[src/logic/bus_pkg.sv]
package bus_pkg;

    // Bus widths
    localparam int BUS_ADDR_W = 16;
    localparam int BUS_DATA_W = 32;

    // One CPU access, carried together with the start strobe
    typedef struct packed {
        logic [BUS_ADDR_W-1:0] addr;
        logic [BUS_DATA_W-1:0] wdata;
        logic                  we;
    } bus_req_t;

    // Memory unit sequence
    typedef enum logic [1:0] {
        IDLE,
        ACCESS,
        RESPOND
    } bus_state_e;

    // Decoded target of an access
    typedef enum logic [2:0] {
        REGION_VRAM32,
        REGION_VRAM8,
        REGION_GPO,
        REGION_GPI,
        REGION_FRAMES,
        REGION_NONE
    } bus_region_e;

    // Memory map
    localparam logic [BUS_ADDR_W-1:0] VRAM32_BASE = 16'h0000;
    localparam int                    VRAM32_WORDS = 512;

    localparam logic [BUS_ADDR_W-1:0] VRAM8_BASE = 16'h0200;
    localparam int                    VRAM8_WORDS = 128;

    // I/O registers
    localparam logic [BUS_ADDR_W-1:0] GPO_ADDR    = 16'h0300;
    localparam logic [BUS_ADDR_W-1:0] GPI_ADDR    = 16'h0301;
    localparam logic [BUS_ADDR_W-1:0] FRAMES_ADDR = 16'h0302;

    localparam int GPIO_BITS = 4;

    // Width of the frame_drawn counter
    localparam int FRAMES_W = 16;

endpackage

[src/logic/video_pkg.sv]
package video_pkg;

    // Horizontal timing in clocks
    localparam int H_ACTIVE     = 64;
    localparam int H_TOTAL      = 80;
    localparam int H_SYNC_START = 68;
    localparam int H_SYNC_END   = 74;

    // Vertical timing in lines
    localparam int V_ACTIVE     = 48;
    localparam int V_TOTAL      = 56;
    localparam int V_SYNC_START = 50;
    localparam int V_SYNC_END   = 52;

    localparam int H_CNT_W = $clog2(H_TOTAL);
    localparam int V_CNT_W = $clog2(V_TOTAL);

    // Tile geometry
    localparam int TILE_SIZE = 8;
    localparam int TILE_BITS = $clog2(TILE_SIZE);
    localparam int TILES_X   = 8;
    localparam int TILES_Y   = 6;

    // Colour map sits above the tile map in VRAM8
    localparam int COLOR_OFFSET = 64;

    // Counter to pixel output delay
    localparam int RENDER_LATENCY = 3;

    // VRAM geometry
    localparam int VRAM32_DW = 32;
    localparam int VRAM8_DW  = 8;
    localparam int VRAM32_AW = $clog2(bus_pkg::VRAM32_WORDS);
    localparam int VRAM8_AW  = $clog2(bus_pkg::VRAM8_WORDS);

    // RGB332 pixel with syncs (active low) and blank
    typedef struct packed {
        logic [2:0] r;
        logic [2:0] g;
        logic [1:0] b;
        logic       hs;
        logic       vs;
        logic       blank;
    } pixel_out_t;

endpackage

[src/logic/memory_unit.sv]
`timescale 1ns/1ps

module memory_unit
    import bus_pkg::*;
    import video_pkg::*;
(
    input  logic                  clk,
    input  logic                  rst,

    // CPU bus
    input  bus_req_t              req,
    input  logic                  start,
    output logic                  busy,
    output logic [BUS_DATA_W-1:0] q,

    // VRAM32 CPU port
    output logic [VRAM32_AW-1:0]  vram32_addr,
    output logic [VRAM32_DW-1:0]  vram32_d,
    output logic                  vram32_we,
    input  logic [VRAM32_DW-1:0]  vram32_q,

    // VRAM8 CPU port
    output logic [VRAM8_AW-1:0]   vram8_addr,
    output logic [VRAM8_DW-1:0]   vram8_d,
    output logic                  vram8_we,
    input  logic [VRAM8_DW-1:0]   vram8_q,

    // I/O
    input  logic [GPIO_BITS-1:0]  gpi,
    output logic [GPIO_BITS-1:0]  gpo,
    input  logic                  frame_drawn
);

    bus_state_e            state;
    bus_req_t              req_r;
    bus_region_e           region;
    logic [FRAMES_W-1:0]   frames;
    logic [BUS_DATA_W-1:0] rdata;

    function automatic bus_region_e decode(input logic [BUS_ADDR_W-1:0] addr);
        logic [BUS_ADDR_W-1:0] off32;
        logic [BUS_ADDR_W-1:0] off8;
        off32 = addr - VRAM32_BASE;
        off8  = addr - VRAM8_BASE;
        // Offsets wrap below the base, so one compare covers the range
        if (off32 < BUS_ADDR_W'(VRAM32_WORDS)) begin
            return REGION_VRAM32;
        end else if (off8 < BUS_ADDR_W'(VRAM8_WORDS)) begin
            return REGION_VRAM8;
        end else if (addr == GPO_ADDR) begin
            return REGION_GPO;
        end else if (addr == GPI_ADDR) begin
            return REGION_GPI;
        end else if (addr == FRAMES_ADDR) begin
            return REGION_FRAMES;
        end
        return REGION_NONE;
    endfunction

    assign busy = (state != IDLE);

    // VRAM ports follow the latched request, write only in ACCESS
    assign vram32_addr = VRAM32_AW'(req_r.addr - VRAM32_BASE);
    assign vram32_d    = req_r.wdata;
    assign vram32_we   = (state == ACCESS) && (region == REGION_VRAM32) && req_r.we;

    assign vram8_addr  = VRAM8_AW'(req_r.addr - VRAM8_BASE);
    assign vram8_d     = req_r.wdata[VRAM8_DW-1:0];
    assign vram8_we    = (state == ACCESS) && (region == REGION_VRAM8) && req_r.we;

    // Read mux, VRAM data is valid in RESPOND
    always_comb begin
        case (region)
            REGION_VRAM32: rdata = vram32_q;
            REGION_VRAM8:  rdata = BUS_DATA_W'(vram8_q);
            REGION_GPO:    rdata = BUS_DATA_W'(gpo);
            REGION_GPI:    rdata = BUS_DATA_W'(gpi);
            REGION_FRAMES: rdata = BUS_DATA_W'(frames);
            default:       rdata = '0;
        endcase
    end

    // Request capture, starts while busy are dropped
    always_ff @(posedge clk) begin
        if (state == IDLE && start) begin
            req_r  <= req;
            region <= decode(req.addr);
        end
    end

    always_ff @(posedge clk) begin
        if (rst) begin
            state  <= IDLE;
            gpo    <= '0;
            frames <= '0;
            q      <= '0;
        end else begin
            if (frame_drawn) begin
                frames <= frames + 1'b1;
            end

            case (state)
                IDLE: begin
                    if (start) begin
                        state <= ACCESS;
                    end
                end
                ACCESS: begin
                    state <= RESPOND;
                    if (region == REGION_GPO && req_r.we) begin
                        gpo <= req_r.wdata[GPIO_BITS-1:0];
                    end
                end
                RESPOND: begin
                    state <= IDLE;
                    q     <= rdata;
                end
                default: state <= IDLE;
            endcase
        end
    end

endmodule

[config.mk]
export PLATFORM = sky130hd
export DESIGN_NAME = memory_unit
export DESIGN_NICKNAME = d
export VERILOG_FILES = /design/src/logic/bus_pkg.sv /design/src/logic/video_pkg.sv /design/src/logic/memory_unit.sv
export SDC_FILE = /design/constraint.sdc
export NUM_CORES = 1
export LEC_CHECK = 0
export ABC_AREA = 1
export BUFFER_PORTS_ARGS = -buffer_cell sky130_fd_sc_hd__buf_4
export CAP_MARGIN = 25
export CELL_PAD_IN_SITES_DETAIL_PLACEMENT = 1
export CELL_PAD_IN_SITES_GLOBAL_PLACEMENT = 1
export CORE_MARGIN = 4
export CORE_UTILIZATION = 29
export DETAILED_ROUTE_END_ITERATION = 10
export GPL_ROUTABILITY_DRIVEN = 0
export HOLD_SLACK_MARGIN = 0.03
export PLACE_DENSITY_LB_ADDON = 0.1
export SKIP_CTS_REPAIR_TIMING = 1
export SLEW_MARGIN = 20
export SYNTH_ARGS = -nofsm -noshare
export SYNTH_HDL_FRONTEND = slang
export SYNTH_SLANG_ARGS = --single-unit
[constraint.sdc]
create_clock -name clk -period 3.2 [get_ports clk]
set_clock_uncertainty 0.1 [all_clocks]
set_input_delay 0.64 -clock clk [delete_from_list [all_inputs] [get_ports clk]]
set_output_delay 0.64 -clock clk [all_outputs]
set_load 0.05 [all_outputs]
==> results.json <==
{
  "fin_area_sq_mm": 0.00601,
  "worst_pin_slew_ps": 619,
  "worstSkewPairLatency_ps": 350,
  "fmax_ghz": 0.442,
  "h-tree-depth": 3,
  "rsz0062_at_grt": "no",
  "r2r_slack_ps": 1350,
  "synth_top_area_cell": "edfxtp_1",
  "clock_sinks": 99,
  "yosysUniqueCellTypes": 31,
  "synth_top_area_share_pct": 30.1,
  "viasPerCell": 4.55,
  "rows": 45,
  "nets": 734,
  "synth_edf_count": 45,
  "synthMuxAreaShare_pct": 0,
  "diodes": 0,
  "hold_violations": 0,
  "die_y_microns": 132,
  "synth_top_family_by_area": "simple AND/OR/NAND/NOR gates",
  "yosysSeqAreaShare_pct": 54.2,
  "grt_pass1_vias": 3977,
  "yosysMostFrequentCell": "nand2_1",
  "syn_inst": 501,
  "core_sq_mm": 0.0152,
  "power.total_uw": 3040,
  "synth_compound_area_share_pct": 11.3,
  "vias": 3767,
  "n_fill_cell": 1811,
  "yosysWarnings": 0,
  "synth_adder_area_share_pct": 0.557,
  "startpoint_type": "flop",
  "powerDensity_mw_per_mm2": 506,
  "first_pass_iters": 4,
  "cts_buffer_depth": 2,
  "syn2layout_area_growth_pct": 33.9,
  "async_flop_share_pct": 0,
  "crit_type": "flop to output pin",
  "ir_drop_uv": 234,
  "syn_area_sq_mm": 0.00449,
  "holdWs_ps": 361,
  "pin_count": 192,
  "reg2reg_depth": 6,
  "grt_antenna_before_repair": 0,
  "root_buffer": "clkbuf_16",
  "drc_errors": 0,
  "min_period_ps": 2260,
  "clk_pin_slew_ps": 70,
  "max-cap-violations": 0,
  "drive_gt1_share_pct": 36.4,
  "grt_max_degree": 46,
  "grt_first_pass_wirelength_mm": 20.8,
  "fin_crit_sh_pct": 70.7,
  "initial_core_util_pct": 29.5,
  "synth-xor-area-share_pct": 0.195,
  "first_iter_violations": 208,
  "io_buffers": 191,
  "gr-total-overflow": 0,
  "syn_nets": 600,
  "status": "completed",
  "crit_fanout": 3,
  "cts_tree": "done",
  "totalWireLength_mm": 13.0,
  "cp.required_ps": 2460,
  "cp-end-kind": "output pin",
  "wl_per_cell_microns": 15.7,
  "cp.arrival_ps": 1520,
  "ys_top_cells_by_area": "edfxtp_1 30%, dfxtp_1 24%, buf_4 9.7%",
  "power.leakage_uw": 0.00256,
  "grt_use_total_pct": 14.9,
  "die_width_microns": 132,
  "ant_nets": 0,
  "synth_area_per_cell_sq_um": 8.96,
  "tns_ps": 0,
  "numCtsBuffers": 9,
  "place_hpwl_mm": 10.1,
  "synth_common_cells": "99 x nand2_1, 58 x buf_4, 54 x dfxtp_1",
  "holdPathStages": 1,
  "relSlewSlack_pct": 58.7,
  "dieArea_sq_mm": 0.0175,
  "placed_area_sq_mm": 0.00571,
  "slew_violations": 0,
  "setup_viol": 0,
  "min_path_type": "input pin to flop",
  "ys_ff_latch": 99,
  "synth_simple_gate_area_share_pct": 19.1,
  "synth-main-ff-cell": "dfxtp_1"
}
==> cells in the final DEF, fill, tap and decap left out <==
cell        instances
inv_2               9
inv_8               1
clkbuf_16           9
nand3_1            20
edfxtp_1           45
o21ai_0            31
nand2_2             1
o21a_1              3
a211oi_1            1
a31o_1              1
nor4_1              3
dfxtp_1            54
nand4_1             8
nand4_2             1
clkinv_1            1
and3_1              1
clkinv_2            1
xnor2_1             1
nor2_2              3
nor3_1              9
buf_4             195
nor2_4              5
nor2_1             39
inv_6               3
clkinvlp_4          1
nor3_2              2
ha_1                2
a21oi_1            40
o211ai_1            4
nand4_4             1
nand2_1            99
o21ai_1             4
o221ai_1            7
bufinv_16           1
inv_1              34
==> kinds of logic (layout without fill, tap and decap cells) <==
logic type | Yosys count | in the layout
fa+ha+maj | 2 | 2
xor+xnor | 1 | 1
flops | 99 | 99
compound gates | 91 | 91
simple gates | 192 | 192
buf+inv | 116 | 255
==> per-layer routing <==
metal	part of all wire (%)	global-route usage, %	vias up	wire length [microns]
met5	0	0	-	0
met4	1.7	5.31	0	223
met3	6.2	4.37	14	802
met2	50	25.4	93	6490
met1	42	17.9	1773	5490
li1	-	-	1887	-
==> through the flow <==
stage,cells,setup WS [ps],util [%]
after CTS,828,906,39.6
after global routing,828,818,39.6
after floorplan,501,450,-
after global placement,812,1180,37.6
final,828,939,39.6
after detailed placement,812,1140,37.6
==> state kept, by name, summed over array words and instances, names as in the netlist <==
signal	count
frames	16
gpo	4
q	32
region	3
req_r	10
state	2
vram32_d	32
==> area by class of cell <==
type	count	area, sq um	share of cell area [%]
Inverter	44	165	2.75
Tap cell	188	235	3.91
Timing Repair Buffer	195	1460	24.3
Clock buffer	9	225	3.74
Clock inverter	7	80.1	1.33
Multi-Input combinational cell	286	1410	23.5
Sequential cell	99	2430	40.4
==> report_power, final <==
group          switching [uW]  leakage, uW  internal, uW  total [uW]
sequential               26.9     0.000864          1380        1410
clock                     519     0.000149           620        1140
combinational             324      0.00155           171         496
==> worst paths after layout <==
check,startpoint,to
max reg2reg,state[1],q[12]
min reg2reg,q[5],q[5]
min,req[16],vram32_d[15]
max,state[0],vram8_we
==> critical path, stage by stage, from the launching register on <==
cell and delay [ps]:
dfxtp_1 380, inv_1 80, nor2_1 150, nand2_1 90, nor4_1 210, buf_4 260
(Power assumes the default switching activity.)
