==> config.mk <==
export PLATFORM = sky130hd
export DESIGN_NAME = fsx_renderer
export DESIGN_NICKNAME = d
export VERILOG_FILES = /design/src/logic/bus_pkg.sv /design/src/logic/video_pkg.sv /design/src/logic/fsx_renderer.sv
export SDC_FILE = /design/constraint.sdc
export NUM_CORES = 1
export LEC_CHECK = 0
export BUFFER_PORTS_ARGS = -buffer_cell sky130_fd_sc_hd__buf_2
export CELL_PAD_IN_SITES_DETAIL_PLACEMENT = 0
export CELL_PAD_IN_SITES_GLOBAL_PLACEMENT = 1
export CORE_ASPECT_RATIO = 0.5
export CORE_MARGIN = 5
export CORE_UTILIZATION = 40
export CTS_CLUSTER_SIZE = 12
export DETAILED_ROUTE_END_ITERATION = 7
export PLACE_DENSITY = 0.85
export SLEW_MARGIN = 20
export SYNTH_ARGS = -nofsm -noshare
export SYNTH_HDL_FRONTEND = slang
export SYNTH_SLANG_ARGS = --single-unit
==> constraint.sdc <==
create_clock -name clk -period 2.25 [get_ports clk]
set_clock_uncertainty 0.05 [all_clocks]
set_input_delay 0.225 -clock clk [delete_from_list [all_inputs] [get_ports clk]]
set_output_delay 0.225 -clock clk [all_outputs]
set_load 0.02 [all_outputs]
==> src/logic/bus_pkg.sv <==
package bus_pkg;

    // Bus widths
    localparam int BUS_ADDR_W = 16;
    localparam int BUS_DATA_W = 32;

    // One CPU access, carried together with the start strobe
    typedef struct packed {
        logic [BUS_ADDR_W-1:0] addr;
        logic [BUS_DATA_W-1:0] wdata;
        logic                  we;
    } bus_req_t;

    // Memory unit sequence
    typedef enum logic [1:0] {
        IDLE,
        ACCESS,
        RESPOND
    } bus_state_e;

    // Decoded target of an access
    typedef enum logic [2:0] {
        REGION_VRAM32,
        REGION_VRAM8,
        REGION_GPO,
        REGION_GPI,
        REGION_FRAMES,
        REGION_NONE
    } bus_region_e;

    // Memory map
    localparam logic [BUS_ADDR_W-1:0] VRAM32_BASE = 16'h0000;
    localparam int                    VRAM32_WORDS = 512;

    localparam logic [BUS_ADDR_W-1:0] VRAM8_BASE = 16'h0200;
    localparam int                    VRAM8_WORDS = 128;

    // I/O registers
    localparam logic [BUS_ADDR_W-1:0] GPO_ADDR    = 16'h0300;
    localparam logic [BUS_ADDR_W-1:0] GPI_ADDR    = 16'h0301;
    localparam logic [BUS_ADDR_W-1:0] FRAMES_ADDR = 16'h0302;

    localparam int GPIO_BITS = 4;

    // Width of the frame_drawn counter
    localparam int FRAMES_W = 16;

endpackage

==> src/logic/video_pkg.sv <==
package video_pkg;

    // Horizontal timing in clocks
    localparam int H_ACTIVE     = 64;
    localparam int H_TOTAL      = 80;
    localparam int H_SYNC_START = 68;
    localparam int H_SYNC_END   = 74;

    // Vertical timing in lines
    localparam int V_ACTIVE     = 48;
    localparam int V_TOTAL      = 56;
    localparam int V_SYNC_START = 50;
    localparam int V_SYNC_END   = 52;

    localparam int H_CNT_W = $clog2(H_TOTAL);
    localparam int V_CNT_W = $clog2(V_TOTAL);

    // Tile geometry
    localparam int TILE_SIZE = 8;
    localparam int TILE_BITS = $clog2(TILE_SIZE);
    localparam int TILES_X   = 8;
    localparam int TILES_Y   = 6;

    // Colour map sits above the tile map in VRAM8
    localparam int COLOR_OFFSET = 64;

    // Counter to pixel output delay
    localparam int RENDER_LATENCY = 3;

    // VRAM geometry
    localparam int VRAM32_DW = 32;
    localparam int VRAM8_DW  = 8;
    localparam int VRAM32_AW = $clog2(bus_pkg::VRAM32_WORDS);
    localparam int VRAM8_AW  = $clog2(bus_pkg::VRAM8_WORDS);

    // RGB332 pixel with syncs (active low) and blank
    typedef struct packed {
        logic [2:0] r;
        logic [2:0] g;
        logic [1:0] b;
        logic       hs;
        logic       vs;
        logic       blank;
    } pixel_out_t;

endpackage

==> src/logic/fsx_renderer.sv <==
`timescale 1ns/1ps

module fsx_renderer
    import video_pkg::*;
(
    input  logic                 clk,
    input  logic                 rst,

    // VRAM8 renderer port, tile map and colour map
    output logic [VRAM8_AW-1:0]  vram8_addr,
    input  logic [VRAM8_DW-1:0]  vram8_q,

    // VRAM32 renderer port, patterns
    output logic [VRAM32_AW-1:0] vram32_addr,
    input  logic [VRAM32_DW-1:0] vram32_q,

    output pixel_out_t           pix,
    output logic                 frame_drawn
);

    logic [H_CNT_W-1:0] h_cnt;
    logic [V_CNT_W-1:0] v_cnt;

    // Stage 1 decode of the counters
    logic                active;
    logic                hs_now;
    logic                vs_now;
    logic                tile_start;
    logic [VRAM8_AW-1:0] map_addr;

    // Sync and blank delay line
    logic [RENDER_LATENCY-1:0] hs_pipe;
    logic [RENDER_LATENCY-1:0] vs_pipe;
    logic [RENDER_LATENCY-1:0] blank_pipe;

    // Fetch pipeline position
    logic [VRAM8_AW-1:0]  s1_map_addr;
    logic [TILE_BITS-1:0] s1_col;
    logic [TILE_BITS-1:0] s1_row;
    logic [TILE_BITS-1:0] s2_col;
    logic [TILE_BITS-1:0] s2_row;

    logic [VRAM8_DW-1:0] tile_sel;
    logic [VRAM8_DW-1:0] tile_hold;
    logic [VRAM8_DW-1:0] colour_sel;
    logic [VRAM8_DW-1:0] colour_hold;
    logic                pat_bit;
    logic [VRAM8_DW-1:0] col_q;

    assign active = (h_cnt < H_CNT_W'(H_ACTIVE)) && (v_cnt < V_CNT_W'(V_ACTIVE));
    assign hs_now = !((h_cnt >= H_CNT_W'(H_SYNC_START)) && (h_cnt < H_CNT_W'(H_SYNC_END)));
    assign vs_now = !((v_cnt >= V_CNT_W'(V_SYNC_START)) && (v_cnt < V_CNT_W'(V_SYNC_END)));

    assign tile_start = (h_cnt[TILE_BITS-1:0] == '0);
    assign map_addr   = VRAM8_AW'((v_cnt / TILE_SIZE) * TILES_X + h_cnt / TILE_SIZE);

    // The map is read once per tile, the colour read uses the free slot after it
    assign vram8_addr = tile_start ? map_addr : VRAM8_AW'(COLOR_OFFSET + s1_map_addr);

    // Stage 2 pattern fetch, tile index arrives only on the first column
    assign tile_sel    = (s1_col == '0) ? vram8_q : tile_hold;
    assign vram32_addr = VRAM32_AW'({tile_sel, s1_row[TILE_BITS-1]});

    // Stage 3, colour arrives on the first column and is held for the tile
    assign colour_sel = (s2_col == '0) ? vram8_q : colour_hold;
    assign pat_bit    = vram32_q[{s2_row[1:0], s2_col}];

    always_ff @(posedge clk) begin
        s1_map_addr <= map_addr;
        s1_col      <= h_cnt[TILE_BITS-1:0];
        s1_row      <= v_cnt[TILE_BITS-1:0];
        s2_col      <= s1_col;
        s2_row      <= s1_row;
        tile_hold   <= tile_sel;
        colour_hold <= colour_sel;
    end

    always_ff @(posedge clk) begin
        if (rst) begin
            h_cnt       <= '0;
            v_cnt       <= '0;
            hs_pipe     <= '1;
            vs_pipe     <= '1;
            blank_pipe  <= '1;
            col_q       <= '0;
            frame_drawn <= 1'b0;
        end else begin
            if (h_cnt == H_CNT_W'(H_TOTAL - 1)) begin
                h_cnt <= '0;
                if (v_cnt == V_CNT_W'(V_TOTAL - 1)) begin
                    v_cnt <= '0;
                end else begin
                    v_cnt <= v_cnt + 1'b1;
                end
            end else begin
                h_cnt <= h_cnt + 1'b1;
            end

            hs_pipe    <= {hs_pipe[RENDER_LATENCY-2:0], hs_now};
            vs_pipe    <= {vs_pipe[RENDER_LATENCY-2:0], vs_now};
            blank_pipe <= {blank_pipe[RENDER_LATENCY-2:0], !active};

            // Black outside the active area and on clear pattern bits
            if (blank_pipe[RENDER_LATENCY-2] || !pat_bit) begin
                col_q <= '0;
            end else begin
                col_q <= colour_sel;
            end

            // High while the counter sits at column 0 of line V_ACTIVE
            frame_drawn <= (h_cnt == H_CNT_W'(H_TOTAL - 1)) &&
                           (v_cnt == V_CNT_W'(V_ACTIVE - 1));
        end
    end

    assign pix = '{
        r:     col_q[7:5],
        g:     col_q[4:2],
        b:     col_q[1:0],
        hs:    hs_pipe[RENDER_LATENCY-1],
        vs:    vs_pipe[RENDER_LATENCY-1],
        blank: blank_pipe[RENDER_LATENCY-1]
    };

endmodule

==> results.yml, run 1 <==
status:
  outcome: "finished, final reports clean"
worst_setup_path:
  critical_path.slowest_cell: "dfxtp_1"
  cp-start-kind: "flip-flop"
  critPathArrivalTime_ns: 2.22
  critPathRequiredTime_ns: 2.45
  timing.critical_path.buf_inv: 1
  critPathKind: "flip-flop to flip-flop"
  cp_cell_sequence: "buf_4, mux2i_1, mux4_1, a22o_4, nor3b_2"
  worst_path_dominant_cell_family: "multiplexers"
  worstPathMaxFanout: 9
  critPathMaxStageDelay_ns: 0.58
  endpoint_kind: "flip-flop"
yosys:
  synth_area_per_cell_um2: 12.2
  multiplexer_share_of_the_synthesized_area: 0.198
  fraction_of_post_synthesis_cell_area_in_the_top_cell_type_by_area: 0.514
  synth_fa_ha_area_frac: 0.0247
  synth_top_family_by_area: "multiplexers"
  ys.warnings.count: 0
  post_synth_inst_count: 207
  synth.ff_latch_count: 65
  post_synth_main_area_contributors: "dfxtp_1 (51%), mux2_2 (9.8%), mux2i_1 (5.1%)"
  mappedNetlistNets: 254
  synth_cell_type_count: 36
  synth_xor_xnor_area_share: 0.0312
  yosysSeqAreaShare: 0.514
  yosysTopAreaCell: "dfxtp_1"
  synth_compound_area_frac: 0.0381
  syn_area_mm2: 0.00253
  yosys.area_share.simple: 0.152
layout:
  number_of_antenna_cells_inserted: 0
  post-route-util: 0.537
  finalNonFillerCells: 374
  finalNetCount: 328
  signed_area_change_from_the_synthesized_netlist_to_the_final_layout_pct: 29.6
  fin_area_mm2: 0.00328
  fraction_of_layout_cells_with_a_size_suffix_above_1: 0.479
clock_network:
  clkSlewWorstSetupHoldPaths_ns: 0.05
  cts_root_buf: "clkbuf_16"
  cts.sinks: 65
  cts_tree: "done"
  cts-hold-fix-buffers: 0
  htreeDepth: 3
  cts_made_buffers: 9
  cts.repair.resized: 0
  clkLatencyLatePin_ns: 0.32
  clockBufferDepth: 2
  cts_setup_buffers: 0
power_and_ir_drop:
  ir_worst_vdd_mv: 0.368
  power_density_mw_per_mm2: 964
  leakage_uw: 0.00143
timing:
  finalMaxSlewViolations: 0
  measured_slew_at_the_worst_slew_check_pin_ns: 0.428
  final_min_period_over_clock_period: 0.899
  fin_ws_ns: 0.228
  slew_headroom: 0.714
  setup-tns-final_ns: 0
  achievable-frequency_ghz: 0.494
  final-hold-violation-count: 0
  rsz0062_at_grt: "false"
  final-setup-viol-count: 0
  post-route-min-period_ns: 2.02
global_routing:
  grt_overflow: 0
  antenna_found_initial: 0
  largest_net_degree_at_the_start_of_global_routing: 17
  first_global_vias: 1859
  groute.usage.overall: 0.132
  grt_first_pass_wirelength_um: 8190
floorplan:
  die_h_um: 66.2
  std_cell_core_area_mm2: 0.00611
  initial_core_util: 0.414
  row_count: 20
  dieArea_mm2: 0.00811
  die_width_um: 122
  ioPinCount: 70
route:
  drt_wl_total_um: 4740
  drt_first_iter_violations: 45
  number_of_remaining_drc_errors: 0
  detailedRoute.firstPassIterationCount: 4
  viasPerCell: 4.55
  routed-via-count: 1703
  routedWlPerCell_um: 12.7
  ant_nets: 0
job:
  max-cap-violations: 0
placement:
  place.port_buffers: 69
  detailed_place_hpwl_um: 3560
  place_inst: 358
  pre_cts_ws_ns: 0.233
  placed_cell_area_mm2: 0.00294
  place_congestion: 0.776
hold_path:
  hold_path.class: "primary input to flip-flop"
power by group:
group          switching [uW]  leakage [uW]  internal [uW]
Sequential               34.4      0.000533           1230
Combinational             170      0.000728            193
Clock                     471      0.000169           1060
Total                     676       0.00143           2480
final cells by class:
type                    instances  area [um2]
fillers                       548        2830
repair buffers                 73         375
multi-input cells             125        1120
flip-flops and latches         65        1300
inverters                       7        26.3
clock inverters                 4        73.8
clock buffers                  12         267
well taps                      88         110
synth_stat cells, drive strengths merged:
| library cell | count |
|---|---|
| and3 | 2 |
| inv | 7 |
| nor3b | 9 |
| buf | 7 |
| a22o | 1 |
| nor3 | 5 |
| nand3 | 5 |
| a21oi | 4 |
| mux2i | 13 |
| a221o | 1 |
| xnor2 | 6 |
| ha | 5 |
| xor2 | 3 |
| or3b | 1 |
| a31o | 2 |
| nand2 | 5 |
| nor4 | 1 |
| dfxtp | 65 |
| mux2 | 22 |
| nor2b | 5 |
| clkbuf | 3 |
| o21ai | 4 |
| and2 | 1 |
| or3 | 1 |
| nand4 | 1 |
| nor2 | 15 |
| mux4 | 5 |
| or2 | 7 |
| nor4b | 1 |
metrics by stage:
stage | power [uW] | hold slack (ns)
2_1_floorplan | 1550 | 0.260
4_1_cts | 3210 | 0.0973
6_report | 3160 | 0.110
3_5_place_dp | 1660 | 0.265
5_1_grt | 3310 | 0.105
3_3_place_gp | 1650 | 0.268
layout by cell type (no fill, tap or decap), types with 2 or more instances in the layout:
cell type and count:
buf_2 69, dfxtp_1 65, clkbuf_16 9, clkbuf_8 3, nor2b_1 5, buf_4 4
nand3_1 5, ha_1 5, nor3_2 2, mux2i_1 13, nor2_1 15, o21ai_0 4
and3_1 2, nor3b_2 8, mux4_1 3, bufinv_16 2, mux2_2 22, mux4_2 2
or2_2 7, xor2_1 3, nand2_1 5, xnor2_1 6, nor3_1 2, inv_1 7
a21oi_1 4, a31o_2 2
layer usage:
layer | track usage | up-vias | routed length [um]
li1 | - | 865 | -
met1 | 0.133 | 794 | 2000
met2 | 0.233 | 34 | 2400
met3 | 0.0581 | 10 | 227
met4 | 0.0669 | 0 | 112
met5 | 0 | - | 0
state kept, by name (all words and copies together) (netlist names):
signal and flops:
s1_col 3, col_q 8, v_cnt 6, s2_row 2, hs_pipe 3, vs_pipe 3, s2_col 3, colour_hold 8
tile_hold 8, frame_drawn 1, s1_row 3, h_cnt 7, blank_pipe 3, s1_map_addr 7
cell families after synthesis:
kind of cell / Yosys count
DFF: 65
and+or+nand+nor: 59
muxes: 40
buffers and inverters: 17
AOI/OAI and AO/OA: 12
xor gates and xnor gates: 9
adders and majority gates: 5
worst register-to-register path, cell delays in order, from the launching register on:
cell	delay [ns]
dfxtp_1	0.58
buf_4	0.26
mux2i_1	0.08
mux4_1	0.51
a22o_4	0.29
nor3b_2	0.17
path summary, 6_finish.rpt:
kind	from	to	slack (ns)	cells past startpoint
worst min register to register	s1_row[0]	s2_row[0]	0.28	0
worst min-delay path	vram8_q[0]	tile_hold[0]	0.11	2
worst max-delay path	s2_col[1]	col_q[6]	0.23	5
worst max register to register	s2_col[1]	col_q[6]	0.23	5
(Power assumes the default switching activity.)
==> inputs of run 2 (changes only) <==
- ABC_AREA: not set -> 1
- CORE_UTILIZATION: 40 -> 37
- PLACE_DENSITY: 0.85 -> 0.84
==> run 2 against run 1 <==
Effect of this change:
- critical path depth is 2 lower
- register-to-register slack better by 0.24 ns
- critical endpoint is now vram32_addr[2]
- synthesized area down 0.59%
- first-iteration DRC count increased by 84%
- sequential power is essentially flat
- highest routed layer unchanged
==> results.yml, run 2 <==
clock_network:
  cts-hold-fix-buffers: 0
  cts.sinks: 65
  cts_root_buf: "clkbuf_16"
  cts_made_buffers: 9
  cts_tree: "done"
  clockBufferDepth: 2
  cts_setup_buffers: 0
  clkSlewWorstSetupHoldPaths_ns: 0.05
  cts.repair.resized: 0
  clkLatencyLatePin_ns: 0.32
  htreeDepth: 3
worst_setup_path:
  cp_num_cells: 3
  critPathRequiredTime_ns: 1.98
  r2r-end: "colour_hold[1]"
  cp-start-kind: "flip-flop"
  worstPathMaxFanout: 8
  critPathKind: "flip-flop to primary output"
  worst_path_dominant_cell_family: "simple AND/OR/NAND/NOR gates"
  timing.critical_path.buf_inv: 1
  critPathArrivalTime_ns: 1.79
  critical_path.slowest_cell: "or3_1"
  ff2ff_setup_slack_ns: 0.47
  cp_cell_sequence: "or3_1, mux2_1, buf_2"
  r2r.worst_path.cells: 5
  worst_r2r_startpoint: "s2_col[0]"
  critPathMaxStageDelay_ns: 0.58
  endpoint_kind: "primary output"
yosys:
  yosysTopAreaCell: "dfxtp_1"
  synth_cell_type_count: 32
  synth-async-reset-ratio: 0
  synth_enable_flop_cells: 0
  yosysSeqAreaShare: 0.517
  synth.ff_latch_count: 65
  mappedNetlistNets: 339
  ys.warnings.count: 0
  synthMostInstantiatedCell: "dfxtp_1"
  syn_area_mm2: 0.00251
  post_synth_inst_count: 292
  synth_area_per_cell_um2: 8.61
  post_synth_main_area_contributors: "dfxtp_1 (52%), nand2_1 (9.0%), nand3_1 (6.0%)"
  postSynth.topFlopCell: "dfxtp_1"
  fraction_of_post_synthesis_cell_area_in_the_top_cell_type_by_area: 0.517
  yosys-top-cells-count: "dfxtp_1 (65), nand2_1 (60), inv_1 (33), nand3_1 (30), nor2_1 (23)"
floorplan:
  ioPinCount: 70
  dieArea_mm2: 0.00865
  row_count: 21
  die_width_um: 127
  die_h_um: 68.3
  std_cell_core_area_mm2: 0.00665
  initial_core_util: 0.378
global_routing:
  first_global_vias: 1994
  grt_overflow: 0
  grt_first_pass_wirelength_um: 8410
  groute.usage.overall: 0.126
  antenna_found_initial: 0
  largest_net_degree_at_the_start_of_global_routing: 18
status:
  outcome: "finished, final reports clean"
route:
  viasPerCell: 4.47
  routed-via-count: 2046
  drt_wl_total_um: 5180
  number_of_remaining_drc_errors: 0
  routedWlPerCell_um: 11.3
  drt_first_iter_violations: 83
  ant_nets: 0
  detailedRoute.firstPassIterationCount: 4
layout:
  top_regs: "col_q (8), colour_hold (8), tile_hold (8)"
  layout_common_cells: "buf_2 (69), dfxtp_1 (65), nand2_1 (60), inv_1 (33), nand3_1 (30)"
  fraction_of_layout_cells_with_a_size_suffix_above_1: 0.298
  signed_area_change_from_the_synthesized_netlist_to_the_final_layout_pct: 27.0
  finalNetCount: 408
  number_of_antenna_cells_inserted: 0
  mostFrequentLayoutCell: "buf_2"
hold_path:
  hold_path.class: "primary input to flip-flop"
  hold_start: "vram8_q[7]"
  worst_hold_stages: 2
  holdPathEnd: "tile_hold[7]"
timing:
  finalMaxSlewViolations: 0
  slew_headroom: 0.571
  rsz0062_at_grt: "false"
  final_min_period_over_clock_period: 0.918
  achievable-frequency_ghz: 0.484
  fin_ws_ns: 0.184
  measured_slew_at_the_worst_slew_check_pin_ns: 0.643
  final-setup-viol-count: 0
  final-hold-violation-count: 0
  post-route-min-period_ns: 2.07
  setup-tns-final_ns: 0
placement:
  pre_cts_ws_ns: 0.460
  place.port_buffers: 69
  detailed_place_hpwl_um: 3940
  place_congestion: 0.729
power_and_ir_drop:
  power_density_mw_per_mm2: 936
  leakage_uw: 0.00154
  ir_worst_vdd_mv: 0.463
job:
  max-cap-violations: 0
-- run 2: changes by cell type after synthesis, sizes merged, moves of 6 or more --
cell and change:
o21ai +13, nand3 +28, nor3b -8, inv +30
xnor2 -6, nor2 +10, mux2 -11, mux2i -12
nand2 +57
-- run 2: cell families (layout without fill, tap and decap cells) --
group	Yosys count	after routing	share of synthesized area
compound gates	23	23	0.0473
xor+xnor	5	5	0.0174
fa+ha+maj	5	5	0.0249
buf+inv	48	122	0.0935
flops	65	65	0.517
mux	12	12	0.0532
simple gates	134	134	0.246
-- run 2: worst max path at each step --
stage,end,start,slack (ns)
3_3_place_gp,col_q[5],s2_col[0],0.54
3_5_place_dp,col_q[6],s2_col[0],0.46
2_1_floorplan,vram8_addr[6],h_cnt[0],0.72
5_1_grt,vram8_addr[3],h_cnt[0],0.07
6_report,vram32_addr[2],s1_col[1],0.18
4_1_cts,vram32_addr[2],s1_col[1],0.16
-- run 2: power by group --
group	switching, uW	total, uW	leakage [uW]	internal (uW)
logic	203	338	0.000860	134
registers	36.8	1270	0.000533	1230
clock network	466	1380	0.000149	916
total	706	2990	0.00154	2280
-- run 2: layer usage --
| layer | global-route usage | vias to the layer above | wire length, um |
|---|---|---|---|
| li1 | - | 1069 | - |
| met1 | 0.129 | 932 | 2160 |
| met2 | 0.232 | 38 | 2720 |
| met3 | 0.0538 | 7 | 218 |
| met4 | 0.0575 | 0 | 87 |
| met5 | 0 | - | 0 |
-- run 2: cell type report --
type | instances | area, um2
clock buffer | 12 | 256
clock inverter | 4 | 51.3
fill | 668 | 3450
inverter | 37 | 146
multi-input combinational | 179 | 978
sequential | 65 | 1300
tap | 92 | 115
timing repair buffer | 69 | 345
-- run 2: metrics by stage --
stage / std cells / hold WS (ns) / util / total power [uW] / cell area [um2]
2_1_floorplan: 292 / 0.260 / - / 1530 / 2510
3_3_place_gp: 442 / 0.263 / 0.434 / 1620 / 2890
3_5_place_dp: 442 / 0.265 / 0.434 / 1630 / 2890
4_1_cts: 458 / 0.0935 / 0.481 / 3040 / 3190
5_1_grt: 458 / 0.0972 / 0.481 / 3130 / 3190
6_report: 458 / 0.104 / 0.481 / 2990 / 3190
